`src/board_ctrl_macros.svh`:
```
`ifndef BOARD_CTRL_MACROS_SVH
`define BOARD_CTRL_MACROS_SVH

// ************************************************
// design identity and revision
// ************************************************

// read back as two bytes through the system block
`define DESIGN_ID 16'hb0c7

`define REV_MAJOR 8'd1
`define REV_MINOR 8'd3
`define REV_RCS   8'd0

// ************************************************
// boot mode selection
// ************************************************

// boot codes driven onto boot_conf
`define BOOT_CODE_DIP    3'b001
`define BOOT_CODE_FAST   3'b010
`define BOOT_CODE_EEPROM 3'b111

// set one of these to 1 to override the dip based boot decode
// eeprom boot reads its configuration from i2c address 0xa4
`define BOOT_CONF_EEPROM 1'b0
`define BOOT_CONF_FAST   1'b0

`endif

```
`src/board_bus_pkg.sv`:
```
package board_bus_pkg;

  // ************************************************
  // register bus widths
  // ************************************************

  // full epb address as seen by the bridge
  typedef logic [4:0] epb_addr_t;

  // register index inside one slave
  typedef logic [2:0] reg_addr_t;

  typedef logic [7:0] bus_data_t;

  // upper address bits that pick a slave
  typedef logic [1:0] slave_sel_t;

  // bridge sequencing for one epb access
  typedef enum logic [1:0] {
    st_idle,
    st_access,
    st_ready,
    st_release
  } bridge_state_t;

endpackage

```
`src/board_io_pkg.sv`:
```
package board_io_pkg;

  // interrupt sources feeding the system block
  typedef logic [3:0] irq_vec_t;

  typedef logic [1:0] led_t;

  // one bank of dip switches
  typedef logic [3:0] dip_t;

  // sys_config board straps
  typedef logic [7:0] strap_t;

  // boot configuration code presented to the processor
  typedef logic [2:0] boot_conf_t;

endpackage

```
`src/board_ctrl_top.sv`:
```
`timescale 1ns/100ps

module board_ctrl_top
  import board_bus_pkg::*, board_io_pkg::*;
(
  input  logic       clk_master,
  input  logic       sys_reset,
  input  logic       epb_cs_n_i,
  input  logic       epb_oe_n_i,
  input  logic       epb_we_n_i,
  input  epb_addr_t  epb_addr_i,
  input  bus_data_t  epb_data_i,
  output bus_data_t  epb_data_o,
  output logic       epb_data_oe_o,
  output logic       epb_rdy_o,
  input  irq_vec_t   irq_src_i,
  output logic       ppc_irq_n_o,
  input  strap_t     sys_config_i,
  input  dip_t       user_dip_i,
  input  dip_t       config_dip_i,
  input  logic       flash_busy_n_i,
  input  logic       reset_debug_n_i,
  output led_t       user_led_n_o,
  output logic       ppc_reset_n_o,
  output logic       ppc_ddr2_reset_n_o,
  output logic       geth_reset_n_o,
  output logic       por_force_oe_o,
  output boot_conf_t boot_conf_o,
  output logic       eeprom_wp_o
);

  // ************************************************
  // register bus
  // ************************************************

  logic      reg_we;
  reg_addr_t reg_adr;
  bus_data_t reg_wdat;
  logic      stb_misc;
  logic      stb_sys;
  bus_data_t rdat_misc;
  bus_data_t rdat_sys;
  logic      ack_misc;
  logic      ack_sys;

  // misc register bits that drive the reset block
  logic por_force_req;
  logic geth_reset_req;

  epb_wb_bridge u_bridge (
    .clk_master    (clk_master),
    .sys_reset     (sys_reset),
    .epb_cs_n_i    (epb_cs_n_i),
    .epb_oe_n_i    (epb_oe_n_i),
    .epb_we_n_i    (epb_we_n_i),
    .epb_addr_i    (epb_addr_i),
    .epb_data_i    (epb_data_i),
    .epb_data_o    (epb_data_o),
    .epb_data_oe_o (epb_data_oe_o),
    .epb_rdy_o     (epb_rdy_o),
    .reg_we_o      (reg_we),
    .reg_adr_o     (reg_adr),
    .reg_wdat_o    (reg_wdat),
    .stb_misc_o    (stb_misc),
    .stb_sys_o     (stb_sys),
    .rdat_misc_i   (rdat_misc),
    .ack_misc_i    (ack_misc),
    .rdat_sys_i    (rdat_sys),
    .ack_sys_i     (ack_sys)
  );

  system_block u_system (
    .clk_master  (clk_master),
    .sys_reset   (sys_reset),
    .stb_i       (stb_sys),
    .we_i        (reg_we),
    .adr_i       (reg_adr),
    .wdat_i      (reg_wdat),
    .rdat_o      (rdat_sys),
    .ack_o       (ack_sys),
    .irq_src_i   (irq_src_i),
    .ppc_irq_n_o (ppc_irq_n_o)
  );

  misc_regs u_misc (
    .clk_master       (clk_master),
    .sys_reset        (sys_reset),
    .stb_i            (stb_misc),
    .we_i             (reg_we),
    .adr_i            (reg_adr),
    .wdat_i           (reg_wdat),
    .rdat_o           (rdat_misc),
    .ack_o            (ack_misc),
    .sys_config_i     (sys_config_i),
    .user_dip_i       (user_dip_i),
    .config_dip_i     (config_dip_i),
    .flash_busy_n_i   (flash_busy_n_i),
    .por_force_req_o  (por_force_req),
    .geth_reset_req_o (geth_reset_req),
    .user_led_n_o     (user_led_n_o)
  );

  // ************************************************
  // resets and boot
  // ************************************************

  reset_boot_ctrl u_reset_boot (
    .clk_master         (clk_master),
    .sys_reset          (sys_reset),
    .reset_debug_n_i    (reset_debug_n_i),
    .por_force_req_i    (por_force_req),
    .geth_reset_req_i   (geth_reset_req),
    .sys_config_i       (sys_config_i),
    .user_dip_i         (user_dip_i),
    .config_dip_i       (config_dip_i),
    .ppc_reset_n_o      (ppc_reset_n_o),
    .ppc_ddr2_reset_n_o (ppc_ddr2_reset_n_o),
    .geth_reset_n_o     (geth_reset_n_o),
    .por_force_oe_o     (por_force_oe_o),
    .boot_conf_o        (boot_conf_o),
    .eeprom_wp_o        (eeprom_wp_o)
  );

endmodule

```
`src/epb_wb_bridge.sv`:
```
`timescale 1ns/100ps

module epb_wb_bridge
  import board_bus_pkg::*;
(
  input  logic      clk_master,
  input  logic      sys_reset,
  input  logic      epb_cs_n_i,
  input  logic      epb_oe_n_i,
  input  logic      epb_we_n_i,
  input  epb_addr_t epb_addr_i,
  input  bus_data_t epb_data_i,
  output bus_data_t epb_data_o,
  output logic      epb_data_oe_o,
  output logic      epb_rdy_o,
  output logic      reg_we_o,
  output reg_addr_t reg_adr_o,
  output bus_data_t reg_wdat_o,
  output logic      stb_misc_o,
  output logic      stb_sys_o,
  input  bus_data_t rdat_misc_i,
  input  logic      ack_misc_i,
  input  bus_data_t rdat_sys_i,
  input  logic      ack_sys_i
);

  localparam slave_sel_t sel_misc = 2'b00;
  localparam slave_sel_t sel_sys  = 2'b11;

  bridge_state_t state;
  epb_addr_t     addr_q;
  bus_data_t     wdat_q;
  logic          wr_q;
  logic          rd_q;
  logic          unmap_ack;
  logic          bus_ack;
  logic          mapped;
  slave_sel_t    sel;
  bus_data_t     rdat_mux;

  assign sel     = addr_q[4:3];
  assign mapped  = (sel == sel_misc) || (sel == sel_sys);
  assign bus_ack = ack_misc_i | ack_sys_i | unmap_ack;

  assign reg_we_o   = wr_q;
  assign reg_adr_o  = addr_q[2:0];
  assign reg_wdat_o = wdat_q;

  // unmapped slaves return zero
  always_comb begin
    case (sel)
      sel_misc: rdat_mux = rdat_misc_i;
      sel_sys:  rdat_mux = rdat_sys_i;
      default:  rdat_mux = '0;
    endcase
  end

  // address and write data are held for the whole access
  always_ff @(posedge clk_master) begin
    if (state == st_idle && !epb_cs_n_i) begin
      addr_q <= epb_addr_i;
      wdat_q <= epb_data_i;
    end
    if (state == st_access && bus_ack && rd_q) begin
      epb_data_o <= rdat_mux;
    end
  end

  // ************************************************
  // access sequencing
  // ************************************************

  always_ff @(posedge clk_master) begin
    if (sys_reset) begin
      state         <= st_idle;
      wr_q          <= 1'b0;
      rd_q          <= 1'b0;
      stb_misc_o    <= 1'b0;
      stb_sys_o     <= 1'b0;
      unmap_ack     <= 1'b0;
      epb_rdy_o     <= 1'b0;
      epb_data_oe_o <= 1'b0;
    end else begin
      case (state)
        st_idle: begin
          if (!epb_cs_n_i) begin
            state      <= st_access;
            wr_q       <= !epb_we_n_i;
            rd_q       <= epb_we_n_i && !epb_oe_n_i;
            stb_misc_o <= (epb_addr_i[4:3] == sel_misc);
            stb_sys_o  <= (epb_addr_i[4:3] == sel_sys);
          end
        end
        st_access: begin
          // an unmapped access answers itself with the same latency as a slave
          unmap_ack <= !mapped && !unmap_ack;
          if (bus_ack) begin
            state         <= st_ready;
            stb_misc_o    <= 1'b0;
            stb_sys_o     <= 1'b0;
            epb_rdy_o     <= 1'b1;
            epb_data_oe_o <= rd_q;
          end
        end
        st_ready: begin
          // the host holds chip select for as long as it needs the data
          if (epb_cs_n_i) begin
            state         <= st_release;
            wr_q          <= 1'b0;
            epb_rdy_o     <= 1'b0;
            epb_data_oe_o <= 1'b0;
          end
        end
        default: begin
          state <= st_idle;
        end
      endcase
    end
  end

endmodule

```
`src/misc_regs.sv`:
```
`timescale 1ns/100ps

module misc_regs
  import board_bus_pkg::*, board_io_pkg::*;
(
  input  logic      clk_master,
  input  logic      sys_reset,
  input  logic      stb_i,
  input  logic      we_i,
  input  reg_addr_t adr_i,
  input  bus_data_t wdat_i,
  output bus_data_t rdat_o,
  output logic      ack_o,
  input  strap_t    sys_config_i,
  input  dip_t      user_dip_i,
  input  dip_t      config_dip_i,
  input  logic      flash_busy_n_i,
  output logic      por_force_req_o,
  output logic      geth_reset_req_o,
  output led_t      user_led_n_o
);

  logic wr_en;
  logic por_force_q;
  logic geth_reset_q;
  led_t user_led_q;

  assign wr_en = stb_i && we_i && !ack_o;

  assign por_force_req_o  = por_force_q;
  assign geth_reset_req_o = geth_reset_q;

  // the leds are driven low to light up
  assign user_led_n_o = ~user_led_q;

  // ************************************************
  // control registers
  // ************************************************

  always_ff @(posedge clk_master) begin
    if (sys_reset) begin
      ack_o        <= 1'b0;
      por_force_q  <= 1'b0;
      geth_reset_q <= 1'b0;
      user_led_q   <= '0;
    end else begin
      ack_o <= stb_i && !ack_o;
      if (wr_en) begin
        case (adr_i)
          3'd0:    por_force_q  <= wdat_i[0];
          3'd1:    geth_reset_q <= wdat_i[0];
          3'd2:    user_led_q   <= wdat_i[1:0];
          default: ;
        endcase
      end
    end
  end

  // ************************************************
  // read map
  // ************************************************

  // writes to the status registers 3 to 7 are ignored
  always_comb begin
    case (adr_i)
      3'd0:    rdat_o = {7'b0000000, por_force_q};
      3'd1:    rdat_o = {7'b0000000, geth_reset_q};
      3'd2:    rdat_o = {6'b000000, user_led_q};
      3'd3:    rdat_o = sys_config_i;
      3'd4:    rdat_o = {user_dip_i, config_dip_i};
      3'd5:    rdat_o = {7'b0000000, flash_busy_n_i};
      default: rdat_o = '0;
    endcase
  end

endmodule

```
`src/reset_boot_ctrl.sv`:
```
`timescale 1ns/100ps
`include "board_ctrl_macros.svh"

module reset_boot_ctrl
  import board_io_pkg::*;
(
  input  logic       clk_master,
  input  logic       sys_reset,
  input  logic       reset_debug_n_i,
  input  logic       por_force_req_i,
  input  logic       geth_reset_req_i,
  input  strap_t     sys_config_i,
  input  dip_t       user_dip_i,
  input  dip_t       config_dip_i,
  output logic       ppc_reset_n_o,
  output logic       ppc_ddr2_reset_n_o,
  output logic       geth_reset_n_o,
  output logic       por_force_oe_o,
  output boot_conf_t boot_conf_o,
  output logic       eeprom_wp_o
);

  logic       por_req_prev;
  boot_conf_t boot_dip;

  // the debug header can hold the processor alone in reset
  assign ppc_reset_n_o      = reset_debug_n_i && !sys_reset;
  assign ppc_ddr2_reset_n_o = !sys_reset;
  assign geth_reset_n_o     = !sys_reset && !geth_reset_req_i;

  // once fired the power on reset force stays on until the next system reset
  always_ff @(posedge clk_master) begin
    if (sys_reset) begin
      por_req_prev   <= 1'b0;
      por_force_oe_o <= 1'b0;
    end else begin
      por_req_prev <= por_force_req_i;
      if (por_force_req_i && !por_req_prev) begin
        por_force_oe_o <= 1'b1;
      end
    end
  end

  // ************************************************
  // boot configuration
  // ************************************************

  // first match wins
  assign boot_dip = !config_dip_i[1] ? `BOOT_CODE_DIP :
                    !config_dip_i[0] ? `BOOT_CODE_FAST :
                    sys_config_i[1]  ? `BOOT_CODE_EEPROM :
                                       `BOOT_CODE_FAST;

  assign boot_conf_o = `BOOT_CONF_EEPROM ? `BOOT_CODE_EEPROM :
                       `BOOT_CONF_FAST   ? `BOOT_CODE_FAST :
                                           boot_dip;

  assign eeprom_wp_o = !user_dip_i[3];

endmodule

```
`src/system_block.sv`:
```
`timescale 1ns/100ps
`include "board_ctrl_macros.svh"

module system_block
  import board_bus_pkg::*, board_io_pkg::*;
(
  input  logic      clk_master,
  input  logic      sys_reset,
  input  logic      stb_i,
  input  logic      we_i,
  input  reg_addr_t adr_i,
  input  bus_data_t wdat_i,
  output bus_data_t rdat_o,
  output logic      ack_o,
  input  irq_vec_t  irq_src_i,
  output logic      ppc_irq_n_o
);

  localparam logic [15:0] design_id = `DESIGN_ID;

  irq_vec_t  irq_prev;
  irq_vec_t  irq_edge;
  irq_vec_t  irq_status;
  irq_vec_t  irq_mask;
  irq_vec_t  irq_clear;
  bus_data_t scratch;
  logic      wr_en;

  // a write lands in the same edge that raises ack
  assign wr_en = stb_i && we_i && !ack_o;

  assign irq_edge  = irq_src_i & ~irq_prev;
  assign irq_clear = (wr_en && adr_i == 3'd5) ? wdat_i[3:0] : '0;

  // request is active low while any unmasked status bit is set
  assign ppc_irq_n_o = ~|(irq_status & irq_mask);

  always_ff @(posedge clk_master) begin
    if (sys_reset) begin
      ack_o      <= 1'b0;
      irq_prev   <= '0;
      irq_status <= '0;
      irq_mask   <= '0;
    end else begin
      ack_o    <= stb_i && !ack_o;
      irq_prev <= irq_src_i;
      // a fresh edge beats a clear in the same cycle
      irq_status <= (irq_status & ~irq_clear) | irq_edge;
      if (wr_en && adr_i == 3'd6) begin
        irq_mask <= wdat_i[3:0];
      end
    end
  end

  always_ff @(posedge clk_master) begin
    if (wr_en && adr_i == 3'd7) begin
      scratch <= wdat_i;
    end
  end

  // ************************************************
  // read map
  // ************************************************

  always_comb begin
    case (adr_i)
      3'd0:    rdat_o = design_id[15:8];
      3'd1:    rdat_o = design_id[7:0];
      3'd2:    rdat_o = `REV_MAJOR;
      3'd3:    rdat_o = `REV_MINOR;
      3'd4:    rdat_o = `REV_RCS;
      3'd5:    rdat_o = {4'b0000, irq_status};
      3'd6:    rdat_o = {4'b0000, irq_mask};
      default: rdat_o = scratch;
    endcase
  end

endmodule

```
`config.mk`:
```
export PLATFORM = sky130hd
export DESIGN_NAME = board_ctrl_top
export DESIGN_NICKNAME = d
export VERILOG_FILES = /design/src/board_bus_pkg.sv /design/src/board_io_pkg.sv /design/src/board_ctrl_top.sv /design/src/epb_wb_bridge.sv /design/src/misc_regs.sv /design/src/reset_boot_ctrl.sv /design/src/system_block.sv
export VERILOG_INCLUDE_DIRS = /design/src /design/src/src
export SDC_FILE = /design/constraint.sdc
export NUM_CORES = 1
export LEC_CHECK = 0
export BUFFER_PORTS_ARGS = -buffer_cell sky130_fd_sc_hd__buf_2
export CAP_MARGIN = 40
export CORE_ASPECT_RATIO = 1.75
export CORE_MARGIN = 2
export CORE_UTILIZATION = 55
export CTS_CLUSTER_DIAMETER = 80
export DETAILED_ROUTE_END_ITERATION = 7
export PLACE_DENSITY_LB_ADDON = 0.3
export RECOVER_POWER = 100
export SLEW_MARGIN = 15
export SYNTH_ARGS = -nofsm -noshare
export SYNTH_HDL_FRONTEND = slang
export SYNTH_SLANG_ARGS = --single-unit
```
`constraint.sdc`:
```
create_clock -name clk_master -period 4.65 [get_ports clk_master]
set_clock_uncertainty 0.1 [all_clocks]
set_input_delay 0.2325 -clock clk_master [delete_from_list [all_inputs] [get_ports clk_master]]
set_output_delay 0.2325 -clock clk_master [all_outputs]
set_load 0.03 [all_outputs]
```
* Yosys cells after proc, flatten, opt, wreduce, memory -nomap -nowiden
Index checks and enable logic that the tools add are counted.
** Storage, ports and cells
- Output and inout bits :: 21
- Register bits after elaboration :: 58
- Input port bits :: 40
** Operators by class
- Reduce and logical (&&, ||, !) cells :: 46
- Mux-type cells :: 23
- Bitwise gates (word level) :: 10
- Equality and inequality tests :: 14
** Operators with widths (number)
- 8-bit one-hot mux with 7 select lines :: 1
- 8-bit one-hot mux with 6 select lines :: 1
- 1-bit logical AND :: 17
- 8-bit one-hot mux with 2 select lines :: 1
- 4-bit AND :: 3
- 3-bit equality test (second input constant) :: 4
- 1-bit zero test :: 12
- 3-bit AND reduction :: 4
- 1-bit one-hot mux with 2 select lines :: 5
- 3-bit 2-to-1 mux :: 3
- 4-bit NOT :: 2
- 2-bit AND reduction :: 4
- 1-bit 2-to-1 mux :: 7
- 2-bit equality test (second input constant) :: 3
- 3-bit by 2-bit equality test with 1-bit output (second input constant) :: 2
- 2-bit zero test :: 3
- 2-bit 2-to-1 mux :: 3
- 2-bit one-hot mux with 3 select lines :: 1
- 2-bit nonzero test :: 3
- 4-bit 2-to-1 mux :: 1
- 2-bit != test (second input constant) :: 2
- 4-bit OR :: 1
- 4-bit OR reduction :: 1
- 3-bit by 1-bit equality test with 1-bit output (second input constant) :: 1
- other kinds (7) :: 8

* Depth between registers and ports, before layout
- Depth in word-level cells :: 7
- Depth in mapped cells :: 7

* Hierarchy
From an unflattened synthesis, not the netlist that was laid out.
** Unflattened totals
- Cell total of the unflattened synthesis :: 259
- Area, all modules :: 2836.5 sq um
** By module, submodules not included
- epb_wb_bridge :: cells each 111, sequential area each 810.8 sq um, area each 1358.8 sq um, times used 1
- system_block :: cells each 93, sequential area each 500.5 sq um, area each 949.7 sq um, times used 1
- misc_regs :: cells each 42, sequential area each 100.1 sq um, area each 419.2 sq um, times used 1
- reset_boot_ctrl :: cells each 13, sequential area each 40.0 sq um, area each 108.9 sq um, times used 1

* Worst setup path before layout
No wires, ideal clock.
- Path kind :: register to register
- From :: reg u_bridge.state[0]
- To :: reg u_bridge.stb_misc_o
- Setup time :: 0.128 ns
- Path buffers :: 0
- Slack :: 3.011 ns
- Arrival :: 1.412 ns
- Stages on the path, launching flop included :: 8
- Period minus slack after synthesis :: 1.639 ns
- Cells stage by stage :: dfxtp_1 -> inv_1 -> ha_1 -> nand2b_1 -> inv_1 -> o21ai_0 -> a21oi_1 -> nor2_1
** Between the ends
- Word-level cells in the longest chain between the ends :: 3
- Elaborated cells on any way between the ends :: 7
- Classes of those cells :: eq/ne (3); mux (1); reduce/logical (3)
** RTL lines
- from (decl) :: line epb_wb_bridge.sv:30 : bridge_state_t state;
- from (signal assigned) :: line epb_wb_bridge.sv:75 : state <= st_idle;
- from (signal assigned) :: line epb_wb_bridge.sv:87 : state <= st_access;
- from (signal assigned) :: line epb_wb_bridge.sv:98 : state <= st_ready;
- 2-bit by 1-bit equality test with 1-bit output or 2-bit zero test (tied branches) :: line epb_wb_bridge.sv:84 : case (state)
- 2-bit by 1-bit != test with 1-bit output (no line) (tied with other cells)
- 3-bit AND reduction (no line)
- to (signal assigned) :: line epb_wb_bridge.sv:90 : stb_misc_o <= (epb_addr_i[4:3] == sel_misc);
- to (decl) :: line epb_wb_bridge.sv:19 : output logic stb_misc_o,
Parallel ways exist; a longest one is shown, timed or not.
A chain may end at the register's enable or synchronous reset.

* Worst setup path in the final report
- From :: reg u_bridge.addr_q[1]
- To :: reg u_system.irq_mask[1]
** Between the ends
- Word-level cells in the longest chain between the ends :: 2
** RTL lines
- from (decl) :: line epb_wb_bridge.sv:31 : epb_addr_t addr_q;
- from (signal assigned) :: line epb_wb_bridge.sv:61 : addr_q <= epb_addr_i;
- 3-bit equality test :: line system_block.sv:49 : if (wr_en && adr_i == 3'd6) begin
- 1-bit logical AND :: line system_block.sv:49
- to (signal assigned) :: line system_block.sv:50 : irq_mask <= wdat_i[3:0];
- to (decl) :: line system_block.sv:24 : irq_vec_t irq_mask;
No other way between the ends.

==> metrics <==
H-tree Lvls=3; CP Data Arrival Time=2.25 ns; status=completed; core area=4670 µm²; vias in the first global route=2199; PD cells=456 nW/µm²; fin area=3210 µm²; share of the synthesized area in the top cell type=32.8%; EDFF count, synth=29; ranking of synthesized cells by area=edfxtp_1 (33%), dfxtp_1 (22%), a21oi_1 (3.6%); CTS tree=yes; Port Buf Inserts=60; TritonRoute pass-1 iters=4; Place WS=2.63 ns; first-pass GRT wire length=9.93 mm; CTS clock-pin slew for the worst setup and hold paths=0.06 ns; sequential area share after synthesis=54.6%; # DRC=0; Die H=96.0 µm; CTS max path bufs=2; I/O Pins=61; # setup viols final=0; Total GRT Usage=24.7%; Required @ worst endpoint=4.72 ns; fillcell total=389; share of cells above drive strength 1=14.5%; period utilization=46.8%; Synth area leader=edfxtp_1; antenna diode count=0; die area=5430 µm²; slew at the pin closest to its max-slew limit=1.35 ns; Post-Syn Instances=255; Fin Setup TNS=0 ns; register area=1450 µm²; most frequent cells after synthesis=dfxtp_1 (29), edfxtp_1 (29), nor2_1 (25); initial DRC count=90; power consumption=1.47 mW; worst hold path class=input pin to flop; initial core utilization=57.0%; total vias in the final route=2215; Clock Sinks=58; unrepaired setup endpoints after global routing=false; yosys warns=0; Max Slew Vio Count=0; routed length per placed instance=16.6 µm; Layout area overhead=20.9%; Final nets=370; GRT overflow=0; VDD IR max=0.371 mV; syn_nets=300; Post-DRT Antenna Nets=0; instance area at placement=2940 µm²; Site Rows=33; final worst slack=2.47 ns; Slew HR=9.95%; Static Leakage=1.28 nW; post-synthesis instance area=2660 µm²; Via density=5.80; largest net degree at the start of global routing=32; FMAX=459 MHz; count of state elements after synthesis=58; Max Cap Violations=0; root buffer cell=clkbuf_8; Cell variety after synth=45; GPL Wtd Cong=0.834; Multi-input gate area=1030 µm²; PostCTS Resize Cnt=0; Hold Crit Depth=2; Top FF cell, synth=edfxtp_1; width of the die=56.5 µm; CP Launch Type=flop; crit path max fanout=20; CTS buffer count=9; DP HPWL=4.29 mm; clk_lat worst skew=0.34 ns; length in cells of the worst reg-to-reg path=4; Detailed Route WL=6.33 mm; synthesized area per cell=10.4 µm²; Crit. End Element=flop; Async SR Flop Fraction=0%; min cycle time layout=2.18 ns; initial antenna violation count=0; post-layout util=68.8%; final hold violation count=0; CP Class=flop to flop
## cell usage in the layout, fill, tap and decap left out, types with 2 or more instances in the layout
cell type,n
buf_2,34
edfxtp_1,29
dfxtp_1,29
clkbuf_1,26
nor2_1,25
a21oi_1,19
nand2_1,17
inv_1,15
dlygate4sd3_1,13
o21ai_0,12
nor2b_1,12
nand2b_1,9
mux2i_1,9
clkbuf_8,9
a22o_1,7
nor3_1,7
nand3_1,6
nand3b_1,5
ha_1,5
a21o_1,4
a22oi_1,4
nor3b_1,3
and3_1,3
o211ai_1,3
clkinv_1,3
and3b_1,2
or4b_1,2
bufinv_16,2
## worst max-delay path, stage by stage (launching register included)
cell      delay [ns]
edfxtp_1        0.73
nand2_1         0.23
nor3_1          0.62
mux2i_1         0.28
nor2_1          0.06
## routing by layer
layer	GRT usage (%)	routed length, µm	up-vias
met1	22.6	2260	1049
met4	15.7	288	0
met2	48.1	3470	92
li1	-	-	1046
met3	4.97	313	28
met5	0	0	-
## report_power, final
group	internal, mW	switching (mW)
Clock	0.295	0.197
Combinational	0.124	0.186
Sequential	0.601	0.0637
Total	1.02	0.446
## sequential cells by signal, summed over array words and instances (netlist names)
register / count
u_bridge.reg_we_o: 1
u_misc.por_force_req_o: 1
u_misc.ack_o: 1
u_system.irq_mask: 4
u_misc.geth_reset_req_o: 1
u_bridge.epb_data_oe_o: 1
u_system.irq_prev: 4
u_bridge.unmap_ack: 1
u_reset_boot.por_force_oe_o: 1
u_system.scratch: 8
u_bridge.epb_data_o: 8
u_system.ack_o: 1
u_reset_boot.por_req_prev: 1
u_system.irq_status: 4
u_bridge.reg_wdat_o: 8
u_bridge.addr_q: 5
u_bridge.epb_rdy_o: 1
u_bridge.stb_sys_o: 1
u_misc.user_led_q: 2
u_bridge.state: 2
u_bridge.stb_misc_o: 1
u_bridge.rd_q: 1
## logic make-up after synthesis
family | count (synthesis) | synth area share, %
multiplexers | 11 | 4.38
AND/OR/NAND/NOR | 96 | 20.2
flip-flops | 58 | 54.6
buffers and inverters | 29 | 5.18
AO/OA/AOI/OAI | 56 | 13.3
adder cells (fa/ha/maj) | 5 | 2.35
## path summary, 6_finish.rpt
path                               end  slack, ns              startpoint
setup reg to reg  u_system.irq_mask[1]       2.47      u_bridge.addr_q[1]
hold / removal    u_system.irq_prev[1]       0.03            irq_src_i[1]
setup / recovery  u_system.irq_mask[1]       2.47      u_bridge.addr_q[1]
hold reg to reg    u_system.scratch[5]       0.33  u_bridge.reg_wdat_o[5]
## what timing repair did
item | in CTS | in global routing
endpoints found under the hold margin | 13 | 0
setup buffers | 0 | 0
hold buffers | 13 | 0
## metrics by stage
step / instances / hold slack [ns]
after floorplan: 255 / 0.231
after global placement: 353 / 0.305
after detailed placement: 353 / 0.310
after CTS: 382 / 0.0123
after global routing: 382 / 0.0337
final: 382 / 0.0252
## cell type report
type	instances	share of cell area, %
Multi-Input combinational cell	168	32.2
Sequential cell	58	45.2
Clock inverter	7	2.61
Clock buffer	9	3.86
Timing Repair Buffer	73	12.4
Tap cell	52	2.03
Inverter	15	1.75
No activity file was read; power rests on OpenSTA's default activity.
